File: src/mips_macros.svh
// MIPS core constants: opcodes, function codes and datapath widths
`ifndef MIPS_MACROS_SVH
`define MIPS_MACROS_SVH

// ==============================
// opcodes, instr[31:26]
// ==============================
`define OP_RTYPE 6'b000000
`define OP_LW    6'b100011
`define OP_SW    6'b101011
`define OP_BEQ   6'b000100
`define OP_J     6'b000010
`define OP_JAL   6'b000011

// ==============================
// R-format function codes, instr[5:0]
// ==============================
`define FN_ADD 6'b100000
`define FN_SUB 6'b100010
`define FN_AND 6'b100100
`define FN_OR  6'b100101
`define FN_SLT 6'b101010

// ==============================
// widths
// ==============================
`define DATA_W   32
`define REG_AW   5
// data SRAM word address
`define DMEM_AW  7
// jal return address register
`define LINK_REG 5'd31

`endif

File: src/mipsPkg.sv
// shared MIPS core types: control word, ALU operation, data SRAM request, writeback
`include "mips_macros.svh"

package mipsPkg;

  // ==============================
  // ALU operations
  // ==============================
  typedef enum logic [2:0] {
    aluAdd = 3'd0,
    aluSub = 3'd1,
    aluAnd = 3'd2,
    aluOr  = 3'd3,
    aluSlt = 3'd4
  } aluOpT;

  // ==============================
  // decoded control word
  // ==============================
  typedef struct packed {
    // write to rd instead of rt
    logic  regDst;
    // second ALU operand from immediate
    logic  aluSrc;
    // writeback from data SRAM
    logic  memToReg;
    logic  regWrite;
    logic  memRead;
    logic  memWrite;
    // beq
    logic  branch;
    // j and jal
    logic  jump;
    // jal only, writes pc+8 to r31
    logic  link;
    aluOpT aluOp;
  } ctrlT;

  // ==============================
  // data SRAM request, strobes active low
  // ==============================
  typedef struct packed {
    logic                cen;
    logic                wen;
    logic                oen;
    logic [`DMEM_AW-1:0] addr;
    logic [`DATA_W-1:0]  wdata;
  } dmemReqT;

  // register writeback, also the observation port
  typedef struct packed {
    logic               valid;
    logic [`REG_AW-1:0] addr;
    logic [`DATA_W-1:0] data;
  } wbInfoT;

endpackage

File: src/pcUnit.sv
// program counter with sequential, branch and jump next-address selection
`timescale 1ns/1ps
`include "mips_macros.svh"

module pcUnit (
  input  logic                 clk,
  input  logic                 rst,
  input  logic [25:0]          jumpTarget,
  input  logic [`DATA_W-1:0]   branchOffset,
  input  mipsPkg::ctrlT        ctrl,
  input  logic                 aluZero,
  output logic [`DATA_W-1:0]   pc,
  output logic [`DATA_W-1:0]   pcPlus8
);

  logic [`DATA_W-1:0] pcReg;
  logic [`DATA_W-1:0] pcPlus4;
  logic [`DATA_W-1:0] branchAddr;
  logic [`DATA_W-1:0] jumpAddr;
  logic [`DATA_W-1:0] pcNext;
  logic               takeBranch;

  // ==============================
  // candidate addresses
  // ==============================
  assign pcPlus4 = pcReg + `DATA_W'd4;
  // return address for jal
  assign pcPlus8 = pcReg + `DATA_W'd8;
  // word offset relative to the next instruction
  assign branchAddr = pcPlus4 + {branchOffset[`DATA_W-3:0], 2'b00};
  // region bits kept from pc+4
  assign jumpAddr = {pcPlus4[`DATA_W-1:`DATA_W-4], jumpTarget, 2'b00};

  // beq taken only on equal operands
  assign takeBranch = ctrl.branch & aluZero;

  // jump wins over branch, they never overlap in practice
  always_comb begin
    if (ctrl.jump) begin
      pcNext = jumpAddr;
    end else if (takeBranch) begin
      pcNext = branchAddr;
    end else begin
      pcNext = pcPlus4;
    end
  end

  // ==============================
  // pc register
  // ==============================
  always_ff @(posedge clk or negedge rst) begin
    if (!rst) begin
      pcReg <= '0;
    end else begin
      pcReg <= pcNext;
    end
  end

  assign pc = pcReg;

endmodule

File: src/instrDecoder.sv
// main and ALU control decode plus immediate sign extension
`timescale 1ns/1ps
`include "mips_macros.svh"

module instrDecoder (
  input  logic [`DATA_W-1:0] instr,
  output mipsPkg::ctrlT      ctrl,
  output logic [`DATA_W-1:0] immExt,
  output logic               legal
);

  logic [5:0] opcode;
  logic [5:0] funct;

  assign opcode = instr[31:26];
  assign funct  = instr[5:0];

  // 16-bit immediate, sign extended
  assign immExt = {{(`DATA_W-16){instr[15]}}, instr[15:0]};

  // ==============================
  // control decode
  // ==============================
  always_comb begin
    // everything off unless the opcode asks for it
    ctrl.regDst   = 1'b0;
    ctrl.aluSrc   = 1'b0;
    ctrl.memToReg = 1'b0;
    ctrl.regWrite = 1'b0;
    ctrl.memRead  = 1'b0;
    ctrl.memWrite = 1'b0;
    ctrl.branch   = 1'b0;
    ctrl.jump     = 1'b0;
    ctrl.link     = 1'b0;
    ctrl.aluOp    = mipsPkg::aluAdd;
    legal         = 1'b1;

    case (opcode)
      `OP_RTYPE: begin
        ctrl.regDst   = 1'b1;
        ctrl.regWrite = 1'b1;
        // ALU control from funct
        case (funct)
          `FN_ADD: ctrl.aluOp = mipsPkg::aluAdd;
          `FN_SUB: ctrl.aluOp = mipsPkg::aluSub;
          `FN_AND: ctrl.aluOp = mipsPkg::aluAnd;
          `FN_OR:  ctrl.aluOp = mipsPkg::aluOr;
          `FN_SLT: ctrl.aluOp = mipsPkg::aluSlt;
          default: begin
            // unsupported funct, no state change
            ctrl.regWrite = 1'b0;
            legal         = 1'b0;
          end
        endcase
      end
      `OP_LW: begin
        // address = rs + imm
        ctrl.aluSrc   = 1'b1;
        ctrl.memToReg = 1'b1;
        ctrl.regWrite = 1'b1;
        ctrl.memRead  = 1'b1;
        ctrl.aluOp    = mipsPkg::aluAdd;
      end
      `OP_SW: begin
        ctrl.aluSrc   = 1'b1;
        ctrl.memWrite = 1'b1;
        ctrl.aluOp    = mipsPkg::aluAdd;
      end
      `OP_BEQ: begin
        // compare by subtract, zero flag decides
        ctrl.branch = 1'b1;
        ctrl.aluOp  = mipsPkg::aluSub;
      end
      `OP_J: begin
        ctrl.jump = 1'b1;
      end
      `OP_JAL: begin
        ctrl.jump     = 1'b1;
        ctrl.link     = 1'b1;
        ctrl.regWrite = 1'b1;
      end
      default: begin
        // unknown opcode behaves as a nop
        legal = 1'b0;
      end
    endcase
  end

endmodule

File: src/regFile.sv
// 32x32 register file, two combinational read ports, one write port, r0 reads zero
`timescale 1ns/1ps
`include "mips_macros.svh"

module regFile (
  input  logic                clk,
  input  logic                rst,
  input  logic [`REG_AW-1:0]  rdAddrA,
  input  logic [`REG_AW-1:0]  rdAddrB,
  input  mipsPkg::wbInfoT     wb,
  output logic [`DATA_W-1:0]  rdDataA,
  output logic [`DATA_W-1:0]  rdDataB
);

  localparam int NumRegs = 1 << `REG_AW;

  logic [`DATA_W-1:0] regs [NumRegs];
  logic               wrEn;

  // r0 is never written
  assign wrEn = wb.valid && (wb.addr != '0);

  // ==============================
  // write port
  // ==============================
  always_ff @(posedge clk or negedge rst) begin
    if (!rst) begin
      for (int i = 0; i < NumRegs; i++) begin
        regs[i] <= '0;
      end
    end else if (wrEn) begin
      regs[wb.addr] <= wb.data;
    end
  end

  // ==============================
  // read ports
  // ==============================
  // no bypass, write lands at the closing edge
  always_comb begin
    if (rdAddrA == '0) begin
      rdDataA = '0;
    end else begin
      rdDataA = regs[rdAddrA];
    end
  end

  always_comb begin
    if (rdAddrB == '0) begin
      rdDataB = '0;
    end else begin
      rdDataB = regs[rdAddrB];
    end
  end

endmodule

File: src/execUnit.sv
// operand select, ALU, data SRAM request and writeback select
`timescale 1ns/1ps
`include "mips_macros.svh"

module execUnit (
  input  logic                rst,
  input  mipsPkg::ctrlT       ctrl,
  input  logic [`DATA_W-1:0]  rsData,
  input  logic [`DATA_W-1:0]  rtData,
  input  logic [`DATA_W-1:0]  immExt,
  input  logic [`DATA_W-1:0]  pcPlus8,
  input  logic [`REG_AW-1:0]  rtAddr,
  input  logic [`REG_AW-1:0]  rdAddr,
  input  logic [`DATA_W-1:0]  dmemRdata,
  output logic                aluZero,
  output mipsPkg::dmemReqT    dmemReq,
  output mipsPkg::wbInfoT     wbInfo
);

  logic [`DATA_W-1:0] opB;
  logic [`DATA_W-1:0] aluResult;
  logic [`REG_AW-1:0] wbAddr;
  logic [`DATA_W-1:0] wbData;

  // ==============================
  // ALU
  // ==============================
  assign opB = ctrl.aluSrc ? immExt : rtData;

  always_comb begin
    case (ctrl.aluOp)
      mipsPkg::aluAdd: aluResult = rsData + opB;
      mipsPkg::aluSub: aluResult = rsData - opB;
      mipsPkg::aluAnd: aluResult = rsData & opB;
      mipsPkg::aluOr:  aluResult = rsData | opB;
      // unsigned compare
      mipsPkg::aluSlt: aluResult = {{(`DATA_W-1){1'b0}}, (rsData < opB)};
      default:         aluResult = '0;
    endcase
  end

  assign aluZero = (aluResult == '0);

  // ==============================
  // data SRAM request
  // ==============================
  always_comb begin
    // word address from byte address bits 8:2
    dmemReq.addr  = aluResult[`DMEM_AW+1:2];
    dmemReq.wdata = rtData;
    // strobes idle high during reset
    dmemReq.cen   = !rst || !(ctrl.memRead || ctrl.memWrite);
    dmemReq.wen   = !rst || !ctrl.memWrite;
    dmemReq.oen   = !rst || !ctrl.memRead;
  end

  // ==============================
  // writeback
  // ==============================
  always_comb begin
    if (ctrl.link) begin
      wbAddr = `LINK_REG;
    end else if (ctrl.regDst) begin
      wbAddr = rdAddr;
    end else begin
      wbAddr = rtAddr;
    end
  end

  // pc+8 for jal, load data for lw, else ALU
  assign wbData = ctrl.link     ? pcPlus8 :
                  ctrl.memToReg ? dmemRdata : aluResult;

  assign wbInfo.addr  = wbAddr;
  assign wbInfo.data  = wbData;
  // writes to r0 are dropped here so the port never shows them
  assign wbInfo.valid = rst && ctrl.regWrite && (wbAddr != '0);

endmodule

File: src/mipsCore.sv
// single-cycle MIPS core top, instruction and data SRAM ports
`timescale 1ns/1ps
`include "mips_macros.svh"

module mipsCore (
  input  logic                clk,
  input  logic                rst,
  output logic [`DATA_W-1:0]  instrAddr,
  input  logic [`DATA_W-1:0]  instr,
  output mipsPkg::dmemReqT    dmemReq,
  input  logic [`DATA_W-1:0]  dmemRdata,
  output mipsPkg::wbInfoT     wbInfo
);

  mipsPkg::ctrlT      ctrl;
  logic [`DATA_W-1:0] immExt;
  // observed by the bound assertions
  logic               legal;
  logic [`DATA_W-1:0] rsData;
  logic [`DATA_W-1:0] rtData;
  logic [`DATA_W-1:0] pcPlus8;
  logic               aluZero;

  // ==============================
  // fetch
  // ==============================
  pcUnit uPc (
    .clk          (clk),
    .rst          (rst),
    .jumpTarget   (instr[25:0]),
    .branchOffset (immExt),
    .ctrl         (ctrl),
    .aluZero      (aluZero),
    .pc           (instrAddr),
    .pcPlus8      (pcPlus8)
  );

  // ==============================
  // decode and register read
  // ==============================
  instrDecoder uDec (
    .instr  (instr),
    .ctrl   (ctrl),
    .immExt (immExt),
    .legal  (legal)
  );

  // rs and rt read ports, write from writeback
  regFile uRegs (
    .clk     (clk),
    .rst     (rst),
    .rdAddrA (instr[25:21]),
    .rdAddrB (instr[20:16]),
    .wb      (wbInfo),
    .rdDataA (rsData),
    .rdDataB (rtData)
  );

  // ==============================
  // execute, memory, writeback
  // ==============================
  execUnit uExec (
    .rst       (rst),
    .ctrl      (ctrl),
    .rsData    (rsData),
    .rtData    (rtData),
    .immExt    (immExt),
    .pcPlus8   (pcPlus8),
    .rtAddr    (instr[20:16]),
    .rdAddr    (instr[15:11]),
    .dmemRdata (dmemRdata),
    .aluZero   (aluZero),
    .dmemReq   (dmemReq),
    .wbInfo    (wbInfo)
  );

endmodule

File: config.mk
export PLATFORM = sky130hd
export DESIGN_NAME = mipsCore
export DESIGN_NICKNAME = d
export VERILOG_FILES = /design/src/mipsPkg.sv /design/src/pcUnit.sv /design/src/instrDecoder.sv /design/src/regFile.sv /design/src/execUnit.sv /design/src/mipsCore.sv
export VERILOG_INCLUDE_DIRS = /design/src
export SDC_FILE = /design/constraint.sdc
export NUM_CORES = 2
export LEC_CHECK = 0
export BUFFER_PORTS_ARGS = -buffer_cell sky130_fd_sc_hd__buf_2
export CORE_AREA = 2 2 398 400
export DETAILED_ROUTE_END_ITERATION = 8
export DIE_AREA = 0 0 400 402
export SLEW_MARGIN = 20
export SYNTH_ARGS = -nofsm -noshare
export SYNTH_HDL_FRONTEND = slang
export SYNTH_SLANG_ARGS = --single-unit
export TNS_END_PERCENT = 50
File: constraint.sdc
create_clock -name clk -period 12.2 [get_ports clk]
set_input_delay 1.83 -clock clk [delete_from_list [all_inputs] [get_ports clk]]
set_output_delay 1.83 -clock clk [all_outputs]
set_load 0.01 [all_outputs]
### Word level (Yosys, flattened, before mapping)

Index checks and enable logic that the tools add are counted.

| word-level totals | value |
|---|---|
| output and inout bits | 112 |
| input port bits | 66 |
| bits in registers | 1,056 |
| word-level logic and storage cells | 115 |

| operators by class | value |
|---|---|
| bitwise operators | 6 |
| order comparisons | 5 |
| equality and inequality tests | 14 |
| add/subtract/negate cells | 5 |
| reduce and logical (&&, ||, !) cells | 22 |
| mux-type cells | 30 |

Operator list:

| kind | number |
|---|---|
| 1024-bit bitwise mux | 1 |
| 32-bit 2-to-1 mux | 12 |
| 32-bit binary-select mux with 5-bit select | 2 |
| 32-bit demux with 5-bit select | 1 |
| 32-bit one-hot mux with 5 select lines | 1 |
| 32-bit adder | 2 |
| 6-bit == test, second input constant | 7 |
| 32-bit by 3-bit adder with 32-bit output, second input constant | 1 |
| 32-bit by 4-bit adder with 32-bit output, second input constant | 1 |
| 32-bit bitwise AND | 1 |
| 32-bit zero test | 1 |
| 32-bit < comparator | 1 |
| 32-bit bitwise OR | 1 |
| 32-bit subtractor | 1 |
| 6-bit greater-or-equal comparator, second input constant | 3 |
| 5-bit NOT with 6-bit output | 3 |
| 6-bit by 2-bit == test with 1-bit output, second input constant | 2 |
| 3-bit one-hot mux with 4 select lines | 1 |
| 5-bit zero test | 2 |
| 5-bit 2-to-1 mux | 2 |
| 1-bit 2-to-1 mux | 8 |
| 3-bit by 2-bit == test with 1-bit output, second input constant | 2 |
| 6-bit by 3-bit == test with 1-bit output, second input constant | 1 |
| 6-bit zero test | 1 |
| 13 further kinds | 24 |

### Depth between registers and ports, before layout

| depth | value |
|---|---|
| depth in word-level cells | 12 |
| depth in mapped cells | 28 |

### By module

A second synthesis with hierarchy kept.

| unflattened totals | value |
|---|---|
| cells, all modules | 5,231 |
| area, all modules | 65,734.3 um^2 |

By module, submodules not included:

| module | cells an instance | times used | area an instance (um^2) |
|---|---|---|---|
| regFile | 3,621 | 1 | 54,357.1 |
| execUnit | 1,014 | 1 | 6,774.0 |
| pcUnit | 534 | 1 | 4,159.0 |
| instrDecoder | 62 | 1 | 444.2 |

### Worst setup path after synthesis

Ideal clock, no wire load.

| path | value |
|---|---|
| path type | input to output |
| from | input instr[21] |
| to | output wbInfo[30] in the netlist's numbering |
| stages on the path | 25 |
| slack | 2,366 ps |
| data arrival time | 8,004 ps |
| path buffers | 5 |
| data required time | 10,370 ps |
| cells stage by stage | clkbuf_1 -> clkbuf_1 -> buf_1 -> buf_1 -> mux4_2 -> mux2_2 -> a221oi_1 -> nor3_1 -> inv_1 -> ha_1 -> inv_1 -> fa_1 -> a21o_1 -> a221oi_1 -> o2111ai_1 -> a311o_1 -> and3_1 -> a211oi_1 -> inv_1 -> a211o_1 -> nor2_1 -> o21ai_1 -> o21ai_0 -> clkbuf_1 -> inv_1 |

RTL lines:

| element | RTL line | RTL |
|---|---|---|
| start: declaration | mipsCore.sv:9 | `` input logic [`DATA_W-1:0] instr, `` |
| end: declaration | mipsCore.sv:12 | `output mipsPkg::wbInfoT wbInfo` |

==> key figures <==
Floorplan
  • IO Pins: about 180
  • DIE WIDTH: 400 um
  • Core ar.: approximately 160,000 sq um
  • Die area: around 160,000 sq um
  • # rows: between 100 and 150
  • Die H: 402 um
  • Initial Utilization: approximately two fifths

Place
  • # port buffers: ~180
  • DP Area: approximately 65,000 sq um
  • GPL Wtd Cong: a little over 1
  • Placed Cells: 7,855
  • Dpl hpwl: 157,000 um

Global routing
  • First-pass GRT wire length: around 350,000 um
  • Gr usage total: between 20% and 30%
  • Initial antenna violation count: 13
  • Vias in the first global route: between 40,000 and 50,000
  • Largest net degree at the start of global routing: ~160
  • Remaining Overflow, GRT: 0

Setup path
  • Crit path DAT: slightly above 9000 ps
  • Critical Setup Path Class: in2out
  • Top Family by Delay on Critical Path: compound AO/OA/AOI/OAI gates
  • Worst R2R End: uPc.pc[23]$_DFF_PN0_
  • RR Startpoint: uRegs.regs[131]$_DFFE_PN0P_
  • Crit path depth: 21
  • Slowest stage delay, CP: approximately 600 ps
  • Setup crit start: instr[16]
  • Worst-path maximum fanout: 65
  • Crit. End Element: output port
  • Crit path cell chain: buf_8 -> buf_4 -> mux4_2 -> mux4_2 -> mux2i_1 -> nor3_1 -> a21oi_1 -> ha_1 -> nor2b_1 -> a221oi_2 -> o211ai_1 -> nor4_1 -> o31ai_1 -> a211oi_2 -> o41ai_1 -> xor2_1 -> a221oi_1 -> a21o_1 -> buf_4 -> o21ai_0 -> buf_2
  • Critical Path RT: about 10,000 ps
  • Reg2reg setup slack: 4430 ps
  • CP bufs+invs: 4
  • Worst r2r path cells: 19
  • Slowest CP cell: buf_4
  • Crit start category: input port
  • Setup crit end: wbInfo[31]

Finish
  • Nets: between 6,000 and 7,000
  • Layout cells sized above 1: between 20 and 25%
  • Commonest non-fill, non-tap cell in the layout: nand2_1
  • Register cell area after layout: 26,400 sq um
  • Design area: between 60,000 and 70,000 sq um
  • Area growth, synth to finish: 10.8%
  • Multi-input gate area: 33,500 sq um
  • Most frequent cells in the layout: nand2_1 (1,082), dfrtp_1 (1,054), o21ai_0 (1,032)
  • Filler Cell Count: 14,822
  • Non-filler cells, final: between 8,000 and 9,000

Clock network
  • CTS tree: built
  • Clock latency on the worst-skew pair: 770 ps
  • Root Buffer: clkbuf_16
  • CTS Sinks: 1,054
  • Setup Buffers After CTS: 0
  • CTS buffer count: 112
  • Htree depth: 3
  • # resized after CTS: 0
  • Hold_buf cts: 0
  • Clk slew on worst S/H paths: approximately 60 ps
  • Max clock buf depth: 3

Detailed routing
  • Residual DRC: 0
  • Routed wl met3: between 20,000 and 25,000 um
  • Top sig layer: met5
  • Router iterations before antenna repair: 6
  • Vias post-DR: about 50,000
  • WL met2: about 110,000 um
  • Total length of routed wires: approximately 240,000 um
  • Antenna viol nets, final: 0
  • Drt first-iter violations: between 5,000 and 6,000
  • Met1 wire length: 102,000 um
  • WL/cell: between 30 and 40 um
  • Vias/cell: 6.25

Logic synthesis
  • Synth Register Bits: roughly 1,100
  • Seq/Total Area, Yosys: a little over two fifths
  • Syn Std Cell Area: slightly above 60,000 sq um
  • Ys Warns: 0
  • EDFF count, synth: 0
  • Syn_area_per_cell: roughly 10 sq um
  • FFs w/ async S/R, synth: 100%
  • Synth cell types: 86
  • Post-synth top flop: dfrtp_1
  • Cells after synthesis: between 6,000 and 7,000

Timing
  • Final hold viol count: 0
  • Worst slew pin tran: around 1300 ps
  • Fin crit share: between 90% and 100%
  • Max-slew headroom: a little over an eighth
  • Clock skew: between 70 and 80 ps
  • Slew Viols, Final: 0
  • Crit path time final: around 11,000 ps
  • FMAX: approximately 90 MHz
  • Final setup viols: 0
  • Unrepaired setup endpoints after global routing: no
  • Fin Setup TNS: 0 ps

Job
  • Max cap viols: 0

Worst hold path
  • Hold wc startpoint: uRegs.regs[1017]$_DFFE_PN0P_
  • Worst min path class: reg2reg

Pwr
  • IR drop worst, VDD: approximately 0.13 mV
  • Pwr dens: about 120 nW/um^2
  • Lkg Pwr: around 0.030 uW

Outcome
  • Status: completed
[state kept, by name (all words and copies together), names as in the netlist]
name,cells
uRegs.regs,1024
uPc.pc,30
[logic make-up after synthesis]
logic type,share of synthesized area [%]
flip-flops,42.3
AO/OA/AOI/OAI,14.2
other,0.00601
adder cells (fa/ha/maj),2.68
buffers and inverters,4.59
multiplexers,23.2
XOR/XNOR,1.28
AND/OR/NAND/NOR,11.7
[through the flow]
step / worst slack, ps / hold WS (ps) / util [%] / power [uW]
after floorplan: 2370 / 441 / - / 4530
final: 1120 / 400 / 44.0 / 8610
after detailed placement: 1280 / 383 / 41.5 / 5050
after CTS: 1250 / 397 / 44.0 / 8640
after global placement: 1270 / 377 / 41.5 / 5040
after global routing: 686 / 409 / 44.0 / 8920
[layout make-up]
type / instances / area share, %
Timing Repair Buffer: 333 / 3.22
Clock inverter: 46 / 0.985
Clock buffer: 162 / 4.57
Inverter: 143 / 0.777
Multi-Input combinational cell: 4253 / 48.5
Tap cell: 2072 / 3.75
Sequential cell: 1054 / 38.2
Antenna cell: 6 / 0.0217
[power breakdown]
group	switching, uW	total [uW]	internal [uW]
Clock	1530	3600	2060
Sequential	113	3670	3560
Combinational	870	1340	473
Total	2520	8610	6100
[cells in the mapped netlist (all sizes together), types with 8 or more instances]
cell type | number | area (sq um)
a211o | 12 | 105
a211oi | 33 | 313
a21o | 39 | 293
a21oi | 165 | 830
a221o | 8 | 80.1
a221oi | 24 | 223
a22o | 20 | 175
a31oi | 12 | 75.1
and2 | 15 | 93.8
and3 | 21 | 131
buf | 95 | 442
clkbuf | 502 | 1890
dfrtp | 1054 | 26400
ha | 129 | 1610
inv | 143 | 537
mux2 | 41 | 462
mux2i | 128 | 1280
mux4 | 566 | 12700
nand2 | 1104 | 4140
nand2b | 27 | 169
nand3 | 47 | 235
nand4 | 17 | 106
nor2 | 279 | 1050
nor2b | 38 | 238
nor3 | 124 | 621
nor4 | 12 | 75.1
o211ai | 22 | 165
o21a | 14 | 105
o21ai | 1054 | 5280
o21bai | 10 | 75.1
o221ai | 24 | 216
o22ai | 37 | 231
or2 | 16 | 100
or3 | 15 | 93.8
xnor2 | 51 | 447
xor2 | 40 | 350
[worst min path at each step]
stage / endpoint / cells past startpoint / slack [ps]
2_1_floorplan: uRegs.regs[1007]$_DFFE_PN0P_ / 1 / 440
5_1_grt: uRegs.regs[997]$_DFFE_PN0P_ / 0 / 410
3_5_place_dp: uRegs.regs[994]$_DFFE_PN0P_ / 0 / 380
3_3_place_gp: uRegs.regs[994]$_DFFE_PN0P_ / 0 / 380
4_1_cts: uRegs.regs[994]$_DFFE_PN0P_ / 0 / 400
6_report: uRegs.regs[1017]$_DFFE_PN0P_ / 0 / 400
[routing by layer]
metal / up-vias / global-route usage, %
li1: 21550 / -
met1: 25914 / 43.0
met2: 2440 / 43.7
met3: 480 / 6.94
met4: 10 / 12.3
met5: - / 0
(Power assumes the default switching activity.)
